### src/include/cam_config.svh
`ifndef CAM_CONFIG_SVH
`define CAM_CONFIG_SVH

// sensor bus address, 8-bit write form
`define CAM_I2C_ADDR    8'h6c

// chip id check
`define CAM_ID_REG      16'h300b
`define CAM_ID_VALUE    8'h88

// table entries whose device byte is this tag are pauses
`define CAM_DELAY_TAG   8'haa
`define CAM_DELAY_UNIT  16'd40      // clocks per delay count

// register table layout
`define CAM_TABLE_LEN   8'd22
`define CAM_LIVE_START  8'd13       // first entry of the refresh loop

// idle time between failed id reads
`define CAM_RETRY_GAP   16'd64

`endif

### src/i2c_pkg.sv
`default_nettype none

package i2c_pkg;

   typedef enum logic {
      OP_WRITE_REG,           // addr, reg hi, reg lo, data
      OP_READ_REG             // pointer write, then one byte read
   } i2c_op_e;

   typedef struct packed {
      i2c_op_e     op;
      logic [7:0]  dev_addr;  // write form, bit 0 clear
      logic [15:0] reg_addr;
      logic [7:0]  wdata;
   } i2c_cmd_t;

   typedef struct packed {
      logic        done;      // single cycle
      logic        nack;
      logic [7:0]  rdata;
   } i2c_rsp_t;

   typedef enum logic [2:0] {
      I2C_IDLE,
      I2C_START,
      I2C_TX,
      I2C_ACK,
      I2C_RX,
      I2C_MNACK,
      I2C_STOP,
      I2C_GAP                 // idle bit before the repeated start
   } i2c_state_e;

endpackage

`default_nettype wire

### src/cam_pkg.sv
`default_nettype none

package cam_pkg;

   typedef struct packed {
      logic [7:0]  tag;       // device address or delay tag
      logic [15:0] reg_addr;
      logic [7:0]  value;     // delay count on delay entries
   } cam_entry_t;

   // settings rewritten in the refresh loop
   typedef struct packed {
      logic [23:0] exposure;
      logic [7:0]  test_pattern;
      logic [15:0] width;
      logic [15:0] height;
   } cam_live_t;

   typedef enum logic [2:0] {
      SEQ_START,              // issue id read
      SEQ_ID_WAIT,
      SEQ_RETRY,
      SEQ_FETCH,              // decode table entry
      SEQ_WRITE,
      SEQ_DELAY,
      SEQ_NEXT
   } seq_state_e;

endpackage

`default_nettype wire

### src/i2c_master.sv
`timescale 1ns/100ps
`default_nettype none

module i2c_master (
   input  logic              CLK_400K,
   input  logic              RESET_N,
   input  logic              cmd_valid,
   input  i2c_pkg::i2c_cmd_t cmd,
   input  logic              sda_in,
   output i2c_pkg::i2c_rsp_t rsp,
   output logic              scl,
   output logic              sda_drive_low
);
   import i2c_pkg::*;

   i2c_state_e state;
   logic [1:0] phase;        // scl high in phases 1 and 2
   logic [7:0] shift;        // tx byte, or rx byte on reads
   logic [2:0] bit_cnt;
   logic [1:0] byte_cnt;     // byte just sent in the pointer part
   logic       rd_again;     // past the repeated start
   logic       nack_q;
   logic       done_q;
   logic       is_read;
   logic [1:0] last_byte;

   assign is_read   = (cmd.op == OP_READ_REG);
   assign last_byte = is_read ? 2'd2 : 2'd3;   // reads stop after the pointer

   always_ff @(posedge CLK_400K) begin
      if (!RESET_N) begin
         state    <= I2C_IDLE;
         phase    <= 2'd0;
         bit_cnt  <= 3'd0;
         byte_cnt <= 2'd0;
         rd_again <= 1'b0;
         nack_q   <= 1'b0;
         done_q   <= 1'b0;
      end else begin
         done_q <= 1'b0;
         if (state != I2C_IDLE)
            phase <= phase + 2'd1;
         case (state)
            I2C_IDLE: begin
               if (cmd_valid && !done_q) begin   // valid still high in the done cycle
                  state    <= I2C_START;
                  byte_cnt <= 2'd0;
                  rd_again <= 1'b0;
                  nack_q   <= 1'b0;
               end
            end
            I2C_START: begin
               if (phase == 2'd3)
                  state <= I2C_TX;
            end
            I2C_TX: begin
               if (phase == 2'd3) begin
                  bit_cnt <= bit_cnt + 3'd1;
                  if (bit_cnt == 3'd7)
                     state <= I2C_ACK;
               end
            end
            I2C_ACK: begin
               if (phase == 2'd1 && sda_in)
                  nack_q <= 1'b1;                 // keep going, report at done
               if (phase == 2'd3) begin
                  byte_cnt <= byte_cnt + 2'd1;
                  if (rd_again)
                     state <= I2C_RX;
                  else if (byte_cnt == last_byte)
                     state <= I2C_STOP;
                  else
                     state <= I2C_TX;
               end
            end
            I2C_RX: begin
               if (phase == 2'd3) begin
                  bit_cnt <= bit_cnt + 3'd1;
                  if (bit_cnt == 3'd7)
                     state <= I2C_MNACK;
               end
            end
            I2C_MNACK: begin
               if (phase == 2'd3)
                  state <= I2C_STOP;
            end
            I2C_STOP: begin
               if (phase == 2'd3) begin
                  if (is_read && !rd_again) begin
                     state    <= I2C_GAP;
                     rd_again <= 1'b1;
                  end else begin
                     state  <= I2C_IDLE;
                     done_q <= 1'b1;
                  end
               end
            end
            I2C_GAP: begin
               if (phase == 2'd3)
                  state <= I2C_START;
            end
            default: state <= I2C_IDLE;
         endcase
      end
   end

   // byte shifter, msb first on the wire
   always_ff @(posedge CLK_400K) begin
      if (state == I2C_START && phase == 2'd3)
         shift <= rd_again ? {cmd.dev_addr[7:1], 1'b1} : cmd.dev_addr;
      else if (state == I2C_TX && phase == 2'd3)
         shift <= {shift[6:0], 1'b0};
      else if (state == I2C_RX && phase == 2'd1)
         shift <= {shift[6:0], sda_in};     // mid scl high
      else if (state == I2C_ACK && phase == 2'd3) begin
         case (byte_cnt)
            2'd0:    shift <= cmd.reg_addr[15:8];
            2'd1:    shift <= cmd.reg_addr[7:0];
            default: shift <= cmd.wdata;
         endcase
      end
   end

   // sda moves only on the 3->0 phase edge, scl low on both sides
   always_comb begin
      scl           = 1'b1;
      sda_drive_low = 1'b0;
      case (state)
         I2C_START: begin
            scl           = (phase != 2'd3);
            sda_drive_low = phase[1];         // falls with scl high
         end
         I2C_TX: begin
            scl           = phase[0] ^ phase[1];
            sda_drive_low = ~shift[7];
         end
         I2C_ACK, I2C_RX, I2C_MNACK: begin
            scl = phase[0] ^ phase[1];        // line released
         end
         I2C_STOP: begin
            scl           = (phase != 2'd0);
            sda_drive_low = ~phase[1];        // rises with scl high
         end
         default: ;
      endcase
   end

   assign rsp = '{done: done_q, nack: nack_q, rdata: shift};

endmodule

`default_nettype wire

### src/cam_reg_table.sv
`timescale 1ns/100ps
`default_nettype none

`include "cam_config.svh"

module cam_reg_table (
   input  logic [7:0]         index,
   input  cam_pkg::cam_live_t live,
   output cam_pkg::cam_entry_t entry
);
   import cam_pkg::*;

   function automatic cam_entry_t wr(input logic [15:0] addr, input logic [7:0] val);
      cam_entry_t e;
      e = '{tag: `CAM_I2C_ADDR, reg_addr: addr, value: val};
      return e;
   endfunction

   function automatic cam_entry_t dly(input logic [7:0] units);
      cam_entry_t e;
      e = '{tag: `CAM_DELAY_TAG, reg_addr: 16'h0000, value: units};
      return e;
   endfunction

   always_comb begin
      case (index)
         8'd0:  entry = wr(16'h0103, 8'h01);      // software reset
         8'd1:  entry = dly(8'd10);
         8'd2:  entry = wr(16'h0100, 8'h00);      // standby
         8'd3:  entry = wr(16'h0302, 8'h18);      // pll1 multiplier
         8'd4:  entry = wr(16'h0303, 8'h00);
         8'd5:  entry = wr(16'h0304, 8'h03);      // mipi divider
         8'd6:  entry = wr(16'h3018, 8'h72);      // 4 lanes
         8'd7:  entry = wr(16'h3031, 8'h0a);      // 10-bit
         8'd8:  entry = wr(16'h380c, 8'h12);      // hts
         8'd9:  entry = wr(16'h380d, 8'h00);
         8'd10: entry = wr(16'h5000, 8'h16);      // isp blocks
         8'd11: entry = dly(8'd10);
         8'd12: entry = wr(16'h0100, 8'h01);      // streaming
         // refresh loop starts here
         8'd13: entry = wr(16'h3500, live.exposure[23:16]);
         8'd14: entry = wr(16'h3501, live.exposure[15:8]);
         8'd15: entry = wr(16'h3502, live.exposure[7:0]);
         8'd16: entry = wr(16'h5e00, live.test_pattern);
         8'd17: entry = wr(16'h3808, live.width[15:8]);
         8'd18: entry = wr(16'h3809, live.width[7:0]);
         8'd19: entry = wr(16'h380a, live.height[15:8]);
         8'd20: entry = wr(16'h380b, live.height[7:0]);
         8'd21: entry = dly(8'd10);
         default: entry = dly(8'd0);           // past the end, no-op
      endcase
   end

endmodule

`default_nettype wire

### src/cam_init_seq.sv
`timescale 1ns/100ps
`default_nettype none

`include "cam_config.svh"

module cam_init_seq (
   input  logic                CLK_400K,
   input  logic                RESET_N,
   input  cam_pkg::cam_entry_t entry,
   input  i2c_pkg::i2c_rsp_t   rsp,
   output logic [7:0]          index,
   output logic                cmd_valid,
   output i2c_pkg::i2c_cmd_t   cmd,
   output logic [7:0]          sensor_id,
   output logic                config_done
);
   import i2c_pkg::*;
   import cam_pkg::*;

   seq_state_e  state;
   logic [15:0] cnt;            // retry gap and delay counter
   logic [15:0] delay_cycles;
   logic        id_ok;
   logic        last_entry;
   logic        is_delay;

   assign delay_cycles = {8'd0, entry.value} * `CAM_DELAY_UNIT;
   assign id_ok        = !rsp.nack && (rsp.rdata == `CAM_ID_VALUE);
   assign last_entry   = (index == `CAM_TABLE_LEN - 8'd1);
   assign is_delay     = (entry.tag == `CAM_DELAY_TAG);

   always_ff @(posedge CLK_400K) begin
      if (!RESET_N) begin
         state       <= SEQ_START;
         index       <= 8'd0;
         cmd_valid   <= 1'b0;
         cnt         <= 16'd0;
         sensor_id   <= 8'd0;
         config_done <= 1'b0;
      end else begin
         case (state)
            SEQ_START: begin
               cmd_valid <= 1'b1;
               state     <= SEQ_ID_WAIT;
            end
            SEQ_ID_WAIT: begin
               if (rsp.done) begin
                  cmd_valid <= 1'b0;
                  cnt       <= 16'd0;
                  if (id_ok) begin
                     sensor_id <= rsp.rdata;
                     index     <= 8'd0;     // walk always starts at the top
                     state     <= SEQ_FETCH;
                  end else begin
                     state <= SEQ_RETRY;
                  end
               end
            end
            SEQ_RETRY: begin
               if (cnt == `CAM_RETRY_GAP - 16'd1)
                  state <= SEQ_START;
               else
                  cnt <= cnt + 16'd1;
            end
            SEQ_FETCH: begin
               if (is_delay) begin
                  cnt   <= 16'd0;
                  state <= SEQ_DELAY;
               end else begin
                  cmd_valid <= 1'b1;
                  state     <= SEQ_WRITE;
               end
            end
            SEQ_WRITE: begin
               if (rsp.done) begin
                  cmd_valid <= 1'b0;
                  state     <= rsp.nack ? SEQ_START : SEQ_NEXT;   // lost sensor, redo id
               end
            end
            SEQ_DELAY: begin
               if (cnt == delay_cycles)
                  state <= SEQ_NEXT;
               else
                  cnt <= cnt + 16'd1;
            end
            SEQ_NEXT: begin
               state <= SEQ_FETCH;
               if (last_entry) begin
                  index       <= `CAM_LIVE_START;
                  config_done <= 1'b1;
               end else begin
                  index <= index + 8'd1;
               end
            end
            default: state <= SEQ_START;
         endcase
      end
   end

   // command payload, only looked at while cmd_valid is high
   always_ff @(posedge CLK_400K) begin
      if (state == SEQ_START)
         cmd <= '{op: OP_READ_REG, dev_addr: `CAM_I2C_ADDR,
                  reg_addr: `CAM_ID_REG, wdata: 8'h00};
      else if (state == SEQ_FETCH)
         cmd <= '{op: OP_WRITE_REG, dev_addr: entry.tag,
                  reg_addr: entry.reg_addr, wdata: entry.value};
   end

endmodule

`default_nettype wire

### src/cam_config_top.sv
`timescale 1ns/100ps
`default_nettype none

module cam_config_top (
   input  logic               CLK_400K,
   input  logic               RESET_N,
   input  cam_pkg::cam_live_t live,
   input  logic               sda_in,
   output logic               scl,
   output logic               sda_drive_low,
   output logic [7:0]         sensor_id,
   output logic               config_done
);
   import i2c_pkg::*;
   import cam_pkg::*;

   cam_entry_t entry;
   logic [7:0] index;
   logic       cmd_valid;
   i2c_cmd_t   cmd;
   i2c_rsp_t   rsp;

   cam_init_seq u_seq (
      .CLK_400K    (CLK_400K),
      .RESET_N     (RESET_N),
      .entry       (entry),
      .rsp         (rsp),
      .index       (index),
      .cmd_valid   (cmd_valid),
      .cmd         (cmd),
      .sensor_id   (sensor_id),
      .config_done (config_done)
   );

   cam_reg_table u_table (
      .index (index),
      .live  (live),
      .entry (entry)
   );

   i2c_master u_i2c (
      .CLK_400K      (CLK_400K),
      .RESET_N       (RESET_N),
      .cmd_valid     (cmd_valid),
      .cmd           (cmd),
      .sda_in        (sda_in),
      .rsp           (rsp),
      .scl           (scl),
      .sda_drive_low (sda_drive_low)
   );

endmodule

`default_nettype wire

### config.mk
export PLATFORM = sky130hd
export DESIGN_NAME = cam_config_top
export DESIGN_NICKNAME = d
export VERILOG_FILES = /design/src/i2c_pkg.sv /design/src/cam_pkg.sv /design/src/i2c_master.sv /design/src/cam_reg_table.sv /design/src/cam_init_seq.sv /design/src/cam_config_top.sv
export VERILOG_INCLUDE_DIRS = /design/src /design/src/include
export SDC_FILE = /design/constraint.sdc
export NUM_CORES = 1
export LEC_CHECK = 0
export ABC_AREA = 1
export BUFFER_PORTS_ARGS = -buffer_cell sky130_fd_sc_hd__clkbuf_2
export CORE_MARGIN = 2
export CORE_UTILIZATION = 53
export CTS_CLUSTER_DIAMETER = 100
export CTS_CLUSTER_SIZE = 28
export DETAILED_ROUTE_END_ITERATION = 8
export PLACE_DENSITY = 0.77
export SYNTH_ARGS = -nofsm -noshare
export SYNTH_HDL_FRONTEND = slang
export SYNTH_SLANG_ARGS = --single-unit
### constraint.sdc
create_clock -name CLK_400K -period 3.8 [get_ports CLK_400K]
set_clock_uncertainty 0.05 [all_clocks]
set_input_delay 0.76 -clock CLK_400K [delete_from_list [all_inputs] [get_ports CLK_400K]]
set_output_delay 0.76 -clock CLK_400K [all_outputs]
set_load 0.02 [all_outputs]
==> out/results.txt <==
The final core area utilization is 0.698, and the die span in x is 109 um. Worst hold margin: 412 ps. For the number of cells in the design after placement, the log shows 1204.

The logs give 0.342 for the relative slew slack and 10800 sq um for the placeable core region. The leading register cell type out of synthesis was sky130_fd_sc_hd__dfxtp_1. Clock-pin slew was measured on the worst setup and hold paths at 80 ps. The detail-routed net length per standard cell was 14.8 um. Summing all non-filler instances in the final layout gives an area of 7530 sq um. Counting every sink on the clock net gives 82.

The worst setup path is captured at a flop. The total leakage power is 3.80 nW, and the antenna diode count is 0. Reg-to-reg critical path endpoint: u_seq.cnt[3]. The combinational share of power came out at 0.451.

The area added between synthesis and finish came out at 29.1%. The run finished, with violations left. The run gives 0 as the total global routing overflow. In the layout the commonest cells are 200 x sky130_fd_sc_hd__nand2_1, 125 x sky130_fd_sc_hd__inv_1, 119 x sky130_fd_sc_hd__nor2_1. The share of the cycle needed by the critical path after routing is 1.08. In this run the critical register-to-register path is launched from u_seq.index[1].

Cell internal power was estimated by the tool at 1.81 mW. Clock period minus final worst setup slack: 4110 ps. The critical setup path kind is flop to flop. Setup repair after global routing could not meet its margin everywhere. Number of standard cells after synthesis: 916. The count of nets left with antenna violations once routing finished came out at 0. After floorplanning, the core was divided into 38 placement rows. The logs give 0.295 for the sequential-to-total area share from yosys stat and 0 for the number of max-slew violations in the final report. The routability congestion estimate from global placement was 0.971. For this run, the slowest stage of the critical path takes 550 ps. After synthesis, the mean cell area works out to 6.37 sq um. The first global-routing pass estimated 29100 um of wire. At the later pin of the worst-skew pair, clock insertion delay measures 360 ps. The longest clock path from root to sink contains 2 buffers.

The share of async-settable or async-resettable flops after synthesis was 0. The proportion of total power due to net switching was 0.433; the maximum net fanout on the critical path was 5. Data arrives at the worst endpoint at 4310 ps.

The die is 109 um tall. The remaining routing DRC violations was 0; the number of hold buffers added after cts was 0. The most numerous cell on the critical path was sky130_fd_sc_hd__nor2_1.

VDD sags by at most 0.000361 V. The worst hold path terminates at u_seq.sensor_id[5]. The launch point of the worst hold path was u_seq.sensor_id[5]. The total number of H-tree levels came out at 3.

The placed instances occupy a cell area of 6990 sq um. Measured in cells, the most critical reg-to-reg path has a length of 30. Across all register-to-register paths, the minimum setup slack is -310 ps.

Summed over all nets, the switching power comes to 1.38 mW. Yosys mapped a number of flops with a built-in enable equal to 8. Across all layers, the routed design uses 6733 vias. The run gives 1006 as the net count of the mapped netlist. At the worst endpoint, the required time is 4000 ps.

Slowest cell on the critical path: sky130_fd_sc_hd__fa_1. For the pin with the worst max-slew slack, the measured transition is 983 ps. The worst setup path is launched from a flop.

The die covers 11900 sq um. The global-route usage over all layers came out at 0.315. 78 I/O pins were placed. The via count normalized by instance count was 5.45.

For this run, the post-layout net count is 1181. The classification of the worst-slack hold path was flop to flop. Buffers placed on the I/O ports in this run total 77.

The final-report hold violation count was 0. The proportion of power drawn by the clock network is 0.170, and the cell depth of the worst hold path is 2. The total number of yosys warnings is 0. The run gives 13600 um as the HPWL after detailed placement. Setup violations remaining at the end of the flow were counted as 19.

The logs give 45 for the number of distinct standard cells referenced by the synthesized netlist and 0 for the count of max-cap constraint violations. Most common library cell in the layout ignoring fill and taps: sky130_fd_sc_hd__nand2_1. After the flow finishes, the layout carries non-filler instances totaling 1236.

Based on the critical path, the design can be clocked at up to 0.243 GHz. The register bit count reported by yosys is 82. The logs give 6219 for the via count of the first global-routing pass and 34 for the maximum number of pins on one net before global-route repair.

The number of search-and-repair iterations in the first detailed-routing pass is 6, and the effective utilization at floorplan is 0.541. The tree is rooted in a sky130_fd_sc_hd__clkbuf_8. The final reports fail on negative setup slack. The first routing iteration left 766 violations. For the fraction of power consumed by sequential logic, the log shows 0.379. Area of the mapped netlist: 5840 sq um. After detailed routing, the total wire length is 18300 um. The number of antenna violations at the first check in global routing is 0. The number of buffers added by the clock tree synthesis step is 9. In this run the power density over the cells is 423 nW/um^2.

TritonCTS built the clock tree. The fraction of final layout cells sized beyond drive strength 1 works out to 0.270. In the final timing run, aggregate negative setup slack is -5050 ps. For the worst path setup slack after routing, the log shows -308 ps.
## synthesized netlist by cell type, types with 4 or more instances
master | number | share of area
sky130_fd_sc_hd__nand2_1 | 213 | 0.14
sky130_fd_sc_hd__inv_1 | 130 | 0.084
sky130_fd_sc_hd__nor2_1 | 129 | 0.083
sky130_fd_sc_hd__nand3_1 | 78 | 0.067
sky130_fd_sc_hd__dfxtp_1 | 74 | 0.25
sky130_fd_sc_hd__a21oi_1 | 63 | 0.054
sky130_fd_sc_hd__o21ai_0 | 43 | 0.037
sky130_fd_sc_hd__ha_1 | 22 | 0.047
sky130_fd_sc_hd__nor2_2 | 19 | 0.020
sky130_fd_sc_hd__nand4_1 | 18 | 0.019
sky130_fd_sc_hd__nor3_1 | 12 | 0.010
sky130_fd_sc_hd__a221oi_1 | 9 | 0.014
sky130_fd_sc_hd__clkbuf_1 | 9 | 0.0058
sky130_fd_sc_hd__edfxtp_1 | 8 | 0.041
sky130_fd_sc_hd__nor4_1 | 7 | 0.0075
sky130_fd_sc_hd__inv_2 | 6 | 0.0039
sky130_fd_sc_hd__nand2_2 | 6 | 0.0064
sky130_fd_sc_hd__nor2_4 | 6 | 0.012
sky130_fd_sc_hd__o211ai_1 | 6 | 0.0077
sky130_fd_sc_hd__xor2_1 | 6 | 0.0090
sky130_fd_sc_hd__buf_6 | 5 | 0.0096
sky130_fd_sc_hd__o221ai_1 | 4 | 0.0060
sky130_fd_sc_hd__or2_2 | 4 | 0.0043
## power groups by stage
stage / clock network (mW) / logic [mW] / registers [mW]
finish: 0.541 / 1.44 / 1.21
global placement: 0 / 1.27 / 1.21
detailed placement: 0 / 1.29 / 1.22
floorplan: 0 / 0.997 / 1.17
global route: 0.579 / 1.63 / 1.23
CTS: 0.542 / 1.47 / 1.20
## flip-flops by register name, summed over array words and instances (netlist names), 2 cells and up
name             cells
u_i2c.bit_cnt        3
u_i2c.state          3
u_seq.index          8
u_i2c.phase          2
u_seq.cmd           24
u_seq.cnt           16
u_i2c.shift          8
u_i2c.byte_cnt       2
u_seq.state          3
u_seq.sensor_id      8
## metal layers
metal / GRT usage / share of wire / wire length, um
met1: 0.397 / 0.42 / 7730
met2: 0.486 / 0.45 / 8150
met3: 0.0723 / 0.085 / 1550
met4: 0.195 / 0.046 / 842
met5: 0 / 0 / 0
## worst max-delay path: cells and delay by family (launching register included)
| family | cells | cell delay, ps |
|---|---|---|
| compound gates | 2 | 320 |
| fa+ha+maj | 4 | 1180 |
| buf+inv | 4 | 280 |
| flops | 1 | 380 |
| simple gates | 20 | 1770 |
## worst max path at each step
stage,depth (start not counted),startpoint,to,slack (ps)
2_1_floorplan,29,u_seq.index[1],u_seq.cnt[10],5
3_3_place_gp,28,u_seq.index[1],u_seq.cnt[12],-270
3_5_place_dp,30,u_seq.index[1],u_seq.cnt[3],-350
4_1_cts,31,u_seq.index[1],u_seq.cnt[3],-210
5_1_grt,30,u_seq.index[1],u_seq.cnt[11],-640
6_report,30,u_seq.index[1],u_seq.cnt[3],-310
## repair_timing
| item | in CTS | in global routing |
|---|---|---|
| gates cloned | 2 | 0 |
| buffers inserted | 7 | 10 |
| pin swaps | 8 | 31 |
| setup endpoints to repair | 19 | 19 |
| resized for setup | 42 | 32 |
## layout make-up
cell class / instances / area, sq um
clock inverters: 4 / 20.0
multi-input cells: 678 / 3730
repair buffers: 183 / 1220
well taps: 140 / 175
inverters: 137 / 517
flip-flops and latches: 82 / 1730
fillers: 927 / 3260
clock buffers: 12 / 135
## per-stage QoR
stage	worst slack [ps]	total power, mW
after floorplan	5.24	2.17
after global placement	-269	2.48
after detailed placement	-348	2.51
after CTS	-211	3.22
after global routing	-644	3.44
final	-308	3.18
## cells by family (layout without fill, tap and decap cells)
group	Yosys count	after routing	synth area share
buf+inv	156	336	0.109
compound gates	146	146	0.148
flops	82	82	0.295
xor+xnor	8	8	0.0144
simple gates	501	501	0.384
fa+ha+maj	23	23	0.0506
Power figures use the tool's default switching activity.
